### src/design/pce_core_pkg.sv
//////////////////////////////
// shared types for the settings and output glue
// bridge addresses, controller words, analog settings,
// y/c configuration, video structs and carrier constants
//////////////////////////////

`default_nettype none

package pce_core_pkg;

  ////////////////////////////// bridge map
  localparam logic [31:0] addr_core_reset      = 32'h0000_0050;
  localparam logic [31:0] addr_chroma_add      = 32'h0000_0400;
  localparam logic [31:0] addr_chroma_mult     = 32'h0000_0410;
  localparam logic [31:0] addr_analog_settings = 32'hF700_0000;

  // up, down, left, right in [3:0], buttons 1-6 in [9:4], select 14, start 15
  typedef logic [15:0] keys_t;

  // index 0 is player 1
  typedef keys_t [3:0] player_keys_t;

  typedef enum logic [3:0] {
    assign_p1         = 4'd0,
    assign_p1_as_p2   = 4'd1,
    assign_p1_p2      = 4'd2,
    assign_swap_p1_p2 = 4'd3,
    assign_all_four   = 4'd4,
    assign_reversed   = 4'd5,
    assign_p3_p4      = 4'd6
  } snac_assign_e;

  // bit 3 set means the handheld screen goes dark
  typedef enum logic [3:0] {
    video_rgbs          = 4'd0,
    video_yc_ntsc       = 4'd3,
    video_yc_pal        = 4'd4,
    video_yc_ntsc_blank = 4'd11,
    video_yc_pal_blank  = 4'd12
  } analog_video_e;

  // same layout as the 14-bit bridge word
  typedef struct packed {
    logic [3:0] video_type;
    logic [3:0] cont_assignment;
    logic       spare;
    logic [4:0] cont_type;
  } analog_settings_t;

  typedef logic [4:0] chroma_t;

  typedef struct packed {
    logic        yc_en;
    logic        pal;
    logic [39:0] phase_inc;
    chroma_t     chroma_add;
    chroma_t     chroma_mult;
  } yc_config_t;

  typedef struct packed {
    logic [23:0] rgb;
    logic        hsync;
    logic        vsync;
    logic        hblank;
    logic        vblank;
    logic        ce_pix;
  } video_in_t;

  typedef struct packed {
    logic [23:0] rgb;
    logic        csync;
    logic        blank_n;
  } analog_out_t;

  ////////////////////////////// colour carrier
  // subcarrier over video clock, scaled by 2^40
  localparam logic [39:0] ntsc_phase_inc = 40'd91625968981;
  localparam logic [39:0] pal_phase_inc  = 40'd114532461227;

endpackage

`default_nettype wire
### src/design/pce_core_top.sv
//////////////////////////////
// settings and output glue top level
// bridge registers, player router, video preparation
//////////////////////////////

`timescale 1ns/1ps
`default_nettype none

module pce_core_top #(
  parameter logic [31:0] reset_hold_cycles = 32'h0010_0000
) (
  input  wire logic                      clk_74a,
  input  wire logic                      pll_core_locked,

  // host bridge
  input  wire logic [31:0]               bridge_addr,
  input  wire logic                      bridge_wr,
  input  wire logic [31:0]               bridge_wr_data,
  input  wire logic                      bridge_rd,
  output      logic [31:0]               bridge_rd_data,

  input  wire pce_core_pkg::player_keys_t pocket_keys,
  input  wire pce_core_pkg::player_keys_t snac_keys,
  input  wire pce_core_pkg::video_in_t    video_in,

  output      logic                      core_reset,
  output      pce_core_pkg::player_keys_t player_keys,
  output      logic [23:0]               pocket_rgb,
  output      pce_core_pkg::analog_out_t  analog_out,
  output      pce_core_pkg::yc_config_t   yc_config
);

  pce_core_pkg::analog_settings_t settings;
  pce_core_pkg::chroma_t          chroma_add;
  pce_core_pkg::chroma_t          chroma_mult;

  bridge_settings_regs #(
    .reset_hold_cycles(reset_hold_cycles)
  ) i_settings (
    .clk_74a        (clk_74a),
    .pll_core_locked(pll_core_locked),
    .bridge_addr    (bridge_addr),
    .bridge_wr      (bridge_wr),
    .bridge_wr_data (bridge_wr_data),
    .bridge_rd      (bridge_rd),
    .bridge_rd_data (bridge_rd_data),
    .settings       (settings),
    .chroma_add     (chroma_add),
    .chroma_mult    (chroma_mult),
    .core_reset     (core_reset)
  );

  snac_player_router i_router (
    .clk_74a        (clk_74a),
    .pll_core_locked(pll_core_locked),
    .settings       (settings),
    .pocket_keys    (pocket_keys),
    .snac_keys      (snac_keys),
    .player_keys    (player_keys)
  );

  analog_video_prep i_video (
    .clk_74a        (clk_74a),
    .pll_core_locked(pll_core_locked),
    .settings       (settings),
    .chroma_add     (chroma_add),
    .chroma_mult    (chroma_mult),
    .video_in       (video_in),
    .pocket_rgb     (pocket_rgb),
    .analog_out     (analog_out),
    .yc_config      (yc_config)
  );

endmodule

`default_nettype wire

### src/design/analog_video_prep.sv
//////////////////////////////
// analog video preparation
// video type decode, y/c config, screen blanking
// and pixel edge capture
//////////////////////////////

`timescale 1ns/1ps
`default_nettype none

module analog_video_prep (
  input  wire logic                          clk_74a,
  input  wire logic                          pll_core_locked,

  input  wire pce_core_pkg::analog_settings_t settings,
  input  wire pce_core_pkg::chroma_t          chroma_add,
  input  wire pce_core_pkg::chroma_t          chroma_mult,
  input  wire pce_core_pkg::video_in_t        video_in,

  output      logic [23:0]                   pocket_rgb,
  output      pce_core_pkg::analog_out_t      analog_out,
  output      pce_core_pkg::yc_config_t       yc_config
);

  logic is_pal;
  logic is_yc;
  logic ce_pix_r;
  logic ce_pix_rise;
  logic csync;
  logic blank_n;

  ////////////////////////////// video type decode
  always_comb begin
    is_yc  = 1'b0;
    is_pal = 1'b0;
    case (settings.video_type)
      pce_core_pkg::video_yc_ntsc,
      pce_core_pkg::video_yc_ntsc_blank: begin
        is_yc = 1'b1;
      end
      pce_core_pkg::video_yc_pal,
      pce_core_pkg::video_yc_pal_blank: begin
        is_yc  = 1'b1;
        is_pal = 1'b1;
      end
      // rgbs and anything else stay plain rgb
      default: begin
        is_yc  = 1'b0;
        is_pal = 1'b0;
      end
    endcase
  end

  always_comb begin
    yc_config.yc_en       = is_yc;
    yc_config.pal         = is_pal;
    yc_config.phase_inc   = is_pal ? pce_core_pkg::pal_phase_inc
                                   : pce_core_pkg::ntsc_phase_inc;
    yc_config.chroma_add  = chroma_add;
    yc_config.chroma_mult = chroma_mult;
  end

  // dark handheld screen while the analog output is in use
  assign pocket_rgb = settings.video_type[3] ? 24'h00_0000 : video_in.rgb;

  ////////////////////////////// sync and capture
  // composite sync as xnor of the two syncs
  assign csync       = (video_in.hsync == video_in.vsync);
  assign blank_n     = ~(video_in.hblank | video_in.vblank);
  assign ce_pix_rise = video_in.ce_pix && !ce_pix_r;

  always_ff @(posedge clk_74a or negedge pll_core_locked) begin
    if (!pll_core_locked) begin
      ce_pix_r   <= 1'b0;
      analog_out <= '0;
    end else begin
      ce_pix_r <= video_in.ce_pix;
      if (ce_pix_rise) begin
        analog_out.rgb     <= video_in.rgb;
        analog_out.csync   <= csync;
        analog_out.blank_n <= blank_n;
      end
    end
  end

endmodule

`default_nettype wire

### src/design/snac_player_router.sv
//////////////////////////////
// player routing
// adapter or handheld controllers onto four player slots
//////////////////////////////

`timescale 1ns/1ps
`default_nettype none

module snac_player_router (
  input  wire logic                          clk_74a,
  input  wire logic                          pll_core_locked,

  input  wire pce_core_pkg::analog_settings_t settings,
  input  wire pce_core_pkg::player_keys_t     pocket_keys,
  input  wire pce_core_pkg::player_keys_t     snac_keys,
  output      pce_core_pkg::player_keys_t     player_keys
);

  pce_core_pkg::player_keys_t keys_next;

  // players not named in a code keep their own handheld controller
  always_comb begin
    keys_next = pocket_keys;
    if (settings.cont_type != 5'd0) begin
      case (settings.cont_assignment)
        pce_core_pkg::assign_p1: begin
          keys_next[0] = snac_keys[0];
        end
        pce_core_pkg::assign_p1_as_p2: begin
          keys_next[1] = snac_keys[0];
        end
        pce_core_pkg::assign_p1_p2: begin
          keys_next[0] = snac_keys[0];
          keys_next[1] = snac_keys[1];
        end
        pce_core_pkg::assign_swap_p1_p2: begin
          keys_next[0] = snac_keys[1];
          keys_next[1] = snac_keys[0];
        end
        // multitap, all four from the adapter
        pce_core_pkg::assign_all_four: begin
          keys_next = snac_keys;
        end
        pce_core_pkg::assign_reversed: begin
          keys_next[0] = snac_keys[3];
          keys_next[1] = snac_keys[2];
          keys_next[2] = snac_keys[1];
          keys_next[3] = snac_keys[0];
        end
        pce_core_pkg::assign_p3_p4: begin
          keys_next[2] = snac_keys[0];
          keys_next[3] = snac_keys[1];
        end
        // unknown codes fall back to all handheld
        default: begin
          keys_next = pocket_keys;
        end
      endcase
    end
  end

  ////////////////////////////// output stage
  always_ff @(posedge clk_74a or negedge pll_core_locked) begin
    if (!pll_core_locked) begin
      player_keys <= '0;
    end else begin
      player_keys <= keys_next;
    end
  end

endmodule

`default_nettype wire

### src/design/bridge_settings_regs.sv
//////////////////////////////
// bridge settings registers
// write decode, readback mux and core reset hold counter
//////////////////////////////

`timescale 1ns/1ps
`default_nettype none

module bridge_settings_regs #(
  parameter logic [31:0] reset_hold_cycles = 32'h0010_0000
) (
  input  wire logic                          clk_74a,
  input  wire logic                          pll_core_locked,

  input  wire logic [31:0]                   bridge_addr,
  input  wire logic                          bridge_wr,
  input  wire logic [31:0]                   bridge_wr_data,
  input  wire logic                          bridge_rd,
  output      logic [31:0]                   bridge_rd_data,

  output      pce_core_pkg::analog_settings_t settings,
  output      pce_core_pkg::chroma_t          chroma_add,
  output      pce_core_pkg::chroma_t          chroma_mult,
  output      logic                          core_reset
);

  logic [31:0] reset_cnt;

  logic wr_settings;
  logic wr_chroma_add;
  logic wr_chroma_mult;
  logic wr_core_reset;

  ////////////////////////////// write decode
  always_comb begin
    wr_settings    = bridge_wr && (bridge_addr == pce_core_pkg::addr_analog_settings);
    wr_chroma_add  = bridge_wr && (bridge_addr == pce_core_pkg::addr_chroma_add);
    wr_chroma_mult = bridge_wr && (bridge_addr == pce_core_pkg::addr_chroma_mult);
    wr_core_reset  = bridge_wr && (bridge_addr == pce_core_pkg::addr_core_reset);
  end

  always_ff @(posedge clk_74a or negedge pll_core_locked) begin
    if (!pll_core_locked) begin
      settings    <= '0;
      chroma_add  <= '0;
      chroma_mult <= '0;
    end else begin
      if (wr_settings) begin
        settings <= pce_core_pkg::analog_settings_t'(bridge_wr_data[13:0]);
      end
      // chroma fine tune, 0 to 31
      if (wr_chroma_add) begin
        chroma_add <= bridge_wr_data[4:0];
      end
      if (wr_chroma_mult) begin
        chroma_mult <= bridge_wr_data[4:0];
      end
    end
  end

  ////////////////////////////// core reset hold
  // a new command restarts the hold from the top
  always_ff @(posedge clk_74a or negedge pll_core_locked) begin
    if (!pll_core_locked) begin
      reset_cnt <= '0;
    end else if (wr_core_reset) begin
      reset_cnt <= reset_hold_cycles;
    end else if (reset_cnt != '0) begin
      reset_cnt <= reset_cnt - 32'd1;
    end
  end

  // high for exactly reset_hold_cycles after the command edge
  assign core_reset = (reset_cnt != '0);

  ////////////////////////////// readback
  // only the settings word is readable, during a read strobe
  always_comb begin
    bridge_rd_data = '0;
    if (bridge_rd && (bridge_addr == pce_core_pkg::addr_analog_settings)) begin
      bridge_rd_data = {18'h0, settings};
    end
  end

endmodule

`default_nettype wire

### config.mk
export PLATFORM = sky130hd
export DESIGN_NAME = pce_core_top
export DESIGN_NICKNAME = d
export VERILOG_FILES = /design/src/design/pce_core_pkg.sv /design/src/design/pce_core_top.sv /design/src/design/analog_video_prep.sv /design/src/design/snac_player_router.sv /design/src/design/bridge_settings_regs.sv
export SDC_FILE = /design/constraint.sdc
export NUM_CORES = 1
export LEC_CHECK = 0
export BUFFER_PORTS_ARGS = -buffer_cell sky130_fd_sc_hd__buf_2
export CELL_PAD_IN_SITES_DETAIL_PLACEMENT = 1
export CELL_PAD_IN_SITES_GLOBAL_PLACEMENT = 1
export CORE_ASPECT_RATIO = 0.5
export CORE_MARGIN = 2
export CORE_UTILIZATION = 32
export DETAILED_ROUTE_END_ITERATION = 7
export PLACE_DENSITY = 0.85
export SYNTH_ARGS = -nofsm -noshare
export SYNTH_HDL_FRONTEND = slang
export SYNTH_SLANG_ARGS = --single-unit
### constraint.sdc
create_clock -name clk_74a -period 2.86 [get_ports clk_74a]
set_input_delay 0.429 -clock clk_74a [delete_from_list [all_inputs] [get_ports clk_74a]]
set_output_delay 0.429 -clock clk_74a [all_outputs]
set_load 0.01 [all_outputs]
==> flow_summary.yaml <==
layout:
  syn2layout_area_growth_pct: 33.3
  final_area_sq_mm: 0.0103
  multi_input_area_sq_mm: 0.00350
  layout.cells.non_filler: 1457
  drive_above_1_share_pct: 43.5
  fillers: 2861
  nNetsFinal: 1351
  final-seq-area_sq_mm: 0.00368
floorplan:
  initial_core_util_pct: 32.4
  core-area_sq_mm: 0.0238
  ios: 424
  fp.dieW_um: 224
  die_area_sq_mm: 0.0255
  num_rows: 40
  die_y_um: 114
synthesis:
  synth.most_common_cell: "dfrtp_1"
  yosys_warnings: 0
  synthArstFlopShare_pct: 100
  synth_area_leader_cell: "dfrtp_1"
  yosysSeqAreaShare_pct: 47.6
  synthTopCellsByArea: "dfrtp_1 (48%), mux2_2 (7.0%), buf_4 (5.7%), a22oi_1 (4.7%), nor2_1 (4.0%)"
  synth_common_cells: "dfrtp_1 (147), nor2_1 (82), nand2_1 (74)"
  synth_edf_count: 0
  ys_seq_elements: 147
  synth_ff_type: "dfrtp_1"
  syn-instance-count: 792
  yosys.area.top_type_share_pct: 47.6
  synth_cell_types: 45
  synthesis.area_sq_mm: 0.00772
  syn_area_per_cell_sq_um: 9.75
critical_path:
  start_kind: "flop"
  arrival_ps: 2370
  cp_max_fo: 8
  max_stage_delay_ps: 610
  critical_path_class: "flop to primary output"
  crit_path_end_kind: "primary output"
  cpMaxStageDelayCell: "or4_4"
  crit_chain: "or4_4 > nor4_1 > and4_1 > inv_1 > buf_2"
  critPathRequiredTime_ps: 2430
cts:
  path_clk_slew_ps: 60
  cts_tree: "built"
  cts.path.max_buffers: 2
  cts_sinks: 147
  root_buffer: "clkbuf_16"
  clkLatencyLatePin_ps: 450
  htreeDepth: 4
  numCtsBuffers: 17
routing:
  drc_errors: 0
  dr.first_iter.drc_count: 701
  wl_per_cell_um: 21.0
  post_drt_via_cell_ratio: 5.36
  firstDrtPassIters: 7
  num_vias: 7807
  antenna_left: 0
  wirelength_mm: 30.6
min_path:
  hold_path.class: "primary input to flop"
timing:
  tns_ps: 0
  post-route-min-period_ps: 2800
  max_freq_mhz: 357
  rsz0062_at_grt: "false"
  skew_ps: 8.08
  tightest_slew_ps: 1200
  setup_viol: 0
  finalMaxSlewViolations: 0
  max-slew-margin-rel_pct: 19.7
  hold_viol: 0
  period_share_pct: 97.8
global_routing:
  grt_overflow: 0
  grt_max_degree: 65
  grt_use_total_pct: 23.8
  grt_pass1_wl_mm: 46.6
  antenna_found_initial: 6
  grt_pass1_vias: 8055
placement:
  dpl.hpwl_mm: 22.8
  dpl.cell_count: 1420
  postPlaceCellArea_sq_mm: 0.00968
  routabilityCongestion: 0.889
  port_buffers: 382
power:
  switchingPower_w: 0.00130
  sequentialPowerShare_pct: 43.4
  p_sw_share_pct: 25.4
  finalPower_w: 0.00513
  pwr-share-comb_pct: 11.7
  p_int_w: 0.00383
  ir_drop_uv: 353
  p_per_area_mw_per_mm2: 499
  p_clk_share_pct: 44.9
  p_leak_nw: 4.70
job:
  cap_violations: 0
status:
  status: "finished clean"
[kinds of logic after synthesis]
logic type | Yosys count | synth area share [%]
adders and majority gates | 1 | 0.162
muxes | 53 | 7.65
and+or+nand+nor | 295 | 19.3
AOI/OAI and AO/OA | 169 | 15.6
DFF | 147 | 47.6
buffers and inverters | 118 | 8.75
xor gates and xnor gates | 7 | 0.794
other | 2 | 0.0972
[sequential cells by signal, summed over array words and instances (netlist names)]
name and count:
i_settings.chroma_mult 5, i_video.ce_pix_r 1, i_video.analog_out 26, i_settings.reset_cnt 32, i_router.player_keys 64, i_settings.chroma_add 5, i_settings.settings 14
[repair_timing]
action,CTS,global route
setup endpoints to repair,1,1
gates resized for setup,1,1
hold buffers,1,0
pin swaps,0,0
hold endpoints to repair,46,0
setup buffers,0,0
[layout make-up]
| class | instances | share of cell area, % |
|---|---|---|
| antenna | 6 | 0.146 |
| clock inverter | 10 | 1.31 |
| sequential | 147 | 35.7 |
| clock buffer | 20 | 4.34 |
| inverter | 6 | 0.219 |
| timing repair buffer | 405 | 20.5 |
| multi-input combinational | 548 | 34.0 |
| tap | 315 | 3.83 |
[worst paths after layout]
check	from	end	slack, ps	cells after the start
max reg2reg	i_settings.reset_cnt[13]$_DFFE_PN0P_	i_settings.reset_cnt[31]$_DFFE_PN0P_	150	5
min reg2reg	i_video.analog_out[1]$_DFFE_PN0P_	i_video.analog_out[1]$_DFFE_PN0P_	480	2
min in group asynchronous	pll_core_locked	i_router.player_keys[36]$_DFF_PN0_	500	2
max	i_settings.reset_cnt[4]$_DFFE_PN0P_	core_reset	60	5
min	video_in[0]	i_video.ce_pix_r$_DFF_PN0_	110	1
max in group asynchronous	pll_core_locked	i_router.player_keys[28]$_DFF_PN0_	1590	3
[power groups by stage]
stage / clock (W) / sequential, W / combinational (W)
floorplan: 0 / 0.00231 / 0.000173
global placement: 0 / 0.00225 / 0.000580
detailed placement: 0 / 0.00226 / 0.000601
CTS: 0.00233 / 0.00223 / 0.000607
global route: 0.00242 / 0.00223 / 0.000652
finish: 0.00231 / 0.00223 / 0.000601
[worst max-delay path, delay by kind of cell (launching register included)]
family / cells / cell delay [ps]
buffers and inverters: 2 / 260
DFF: 1 / 410
and+or+nand+nor: 3 / 1260
[cells in the final DEF (no fill, tap or decap), drive strengths merged, types with 3 or more instances in the layout]
cell      netlist  layout
mux2           48      48
dfrtp         147     147
bufinv          0       3
xor2            5       5
nand2b         10      10
inv             6       6
nor2           82      82
and4            5       5
o311ai          5       5
nand2          74      74
clkinv          0       3
a31oi          48      48
nor4           13      13
and3            3       3
and2           16      16
a222oi         16      16
a21oi          20      20
or4            24      24
clkbuf         42      20
o21ai           6       6
or2             5       5
nand3           7       7
o41ai           4       4
nor3           10      10
conb            2      23
a22oi          48      48
nor2b          25      25
a211oi          3       3
clkinvlp        0       4
or3            10      10
diode           0       6
mux2i           5       5
nor3b           5       5
o31ai           3       3
o211ai         13      13
buf            70     404
[per-layer routing]
layer	share of wire [%]	global-route usage [%]	up-vias
met4	3.7	11.5	2
met1	38	26.7	3938
met5	0.043	0	-
met2	53	42.4	301
li1	-	-	3482
met3	5.4	6.39	84
[through the flow]
| step | util (%) | setup WS [ps] | hold slack (ps) |
|---|---|---|---|
| 2_1_floorplan | - | 505 | 133 |
| 3_3_place_gp | 40.6 | 397 | 407 |
| 3_5_place_dp | 40.6 | 238 | 415 |
| 4_1_cts | 43.1 | 90.4 | 94.4 |
| 5_1_grt | 43.2 | 9.89 | 97.6 |
| 6_report | 43.2 | 61.6 | 106 |
Note: power is estimated with default switching activity, not from simulation.
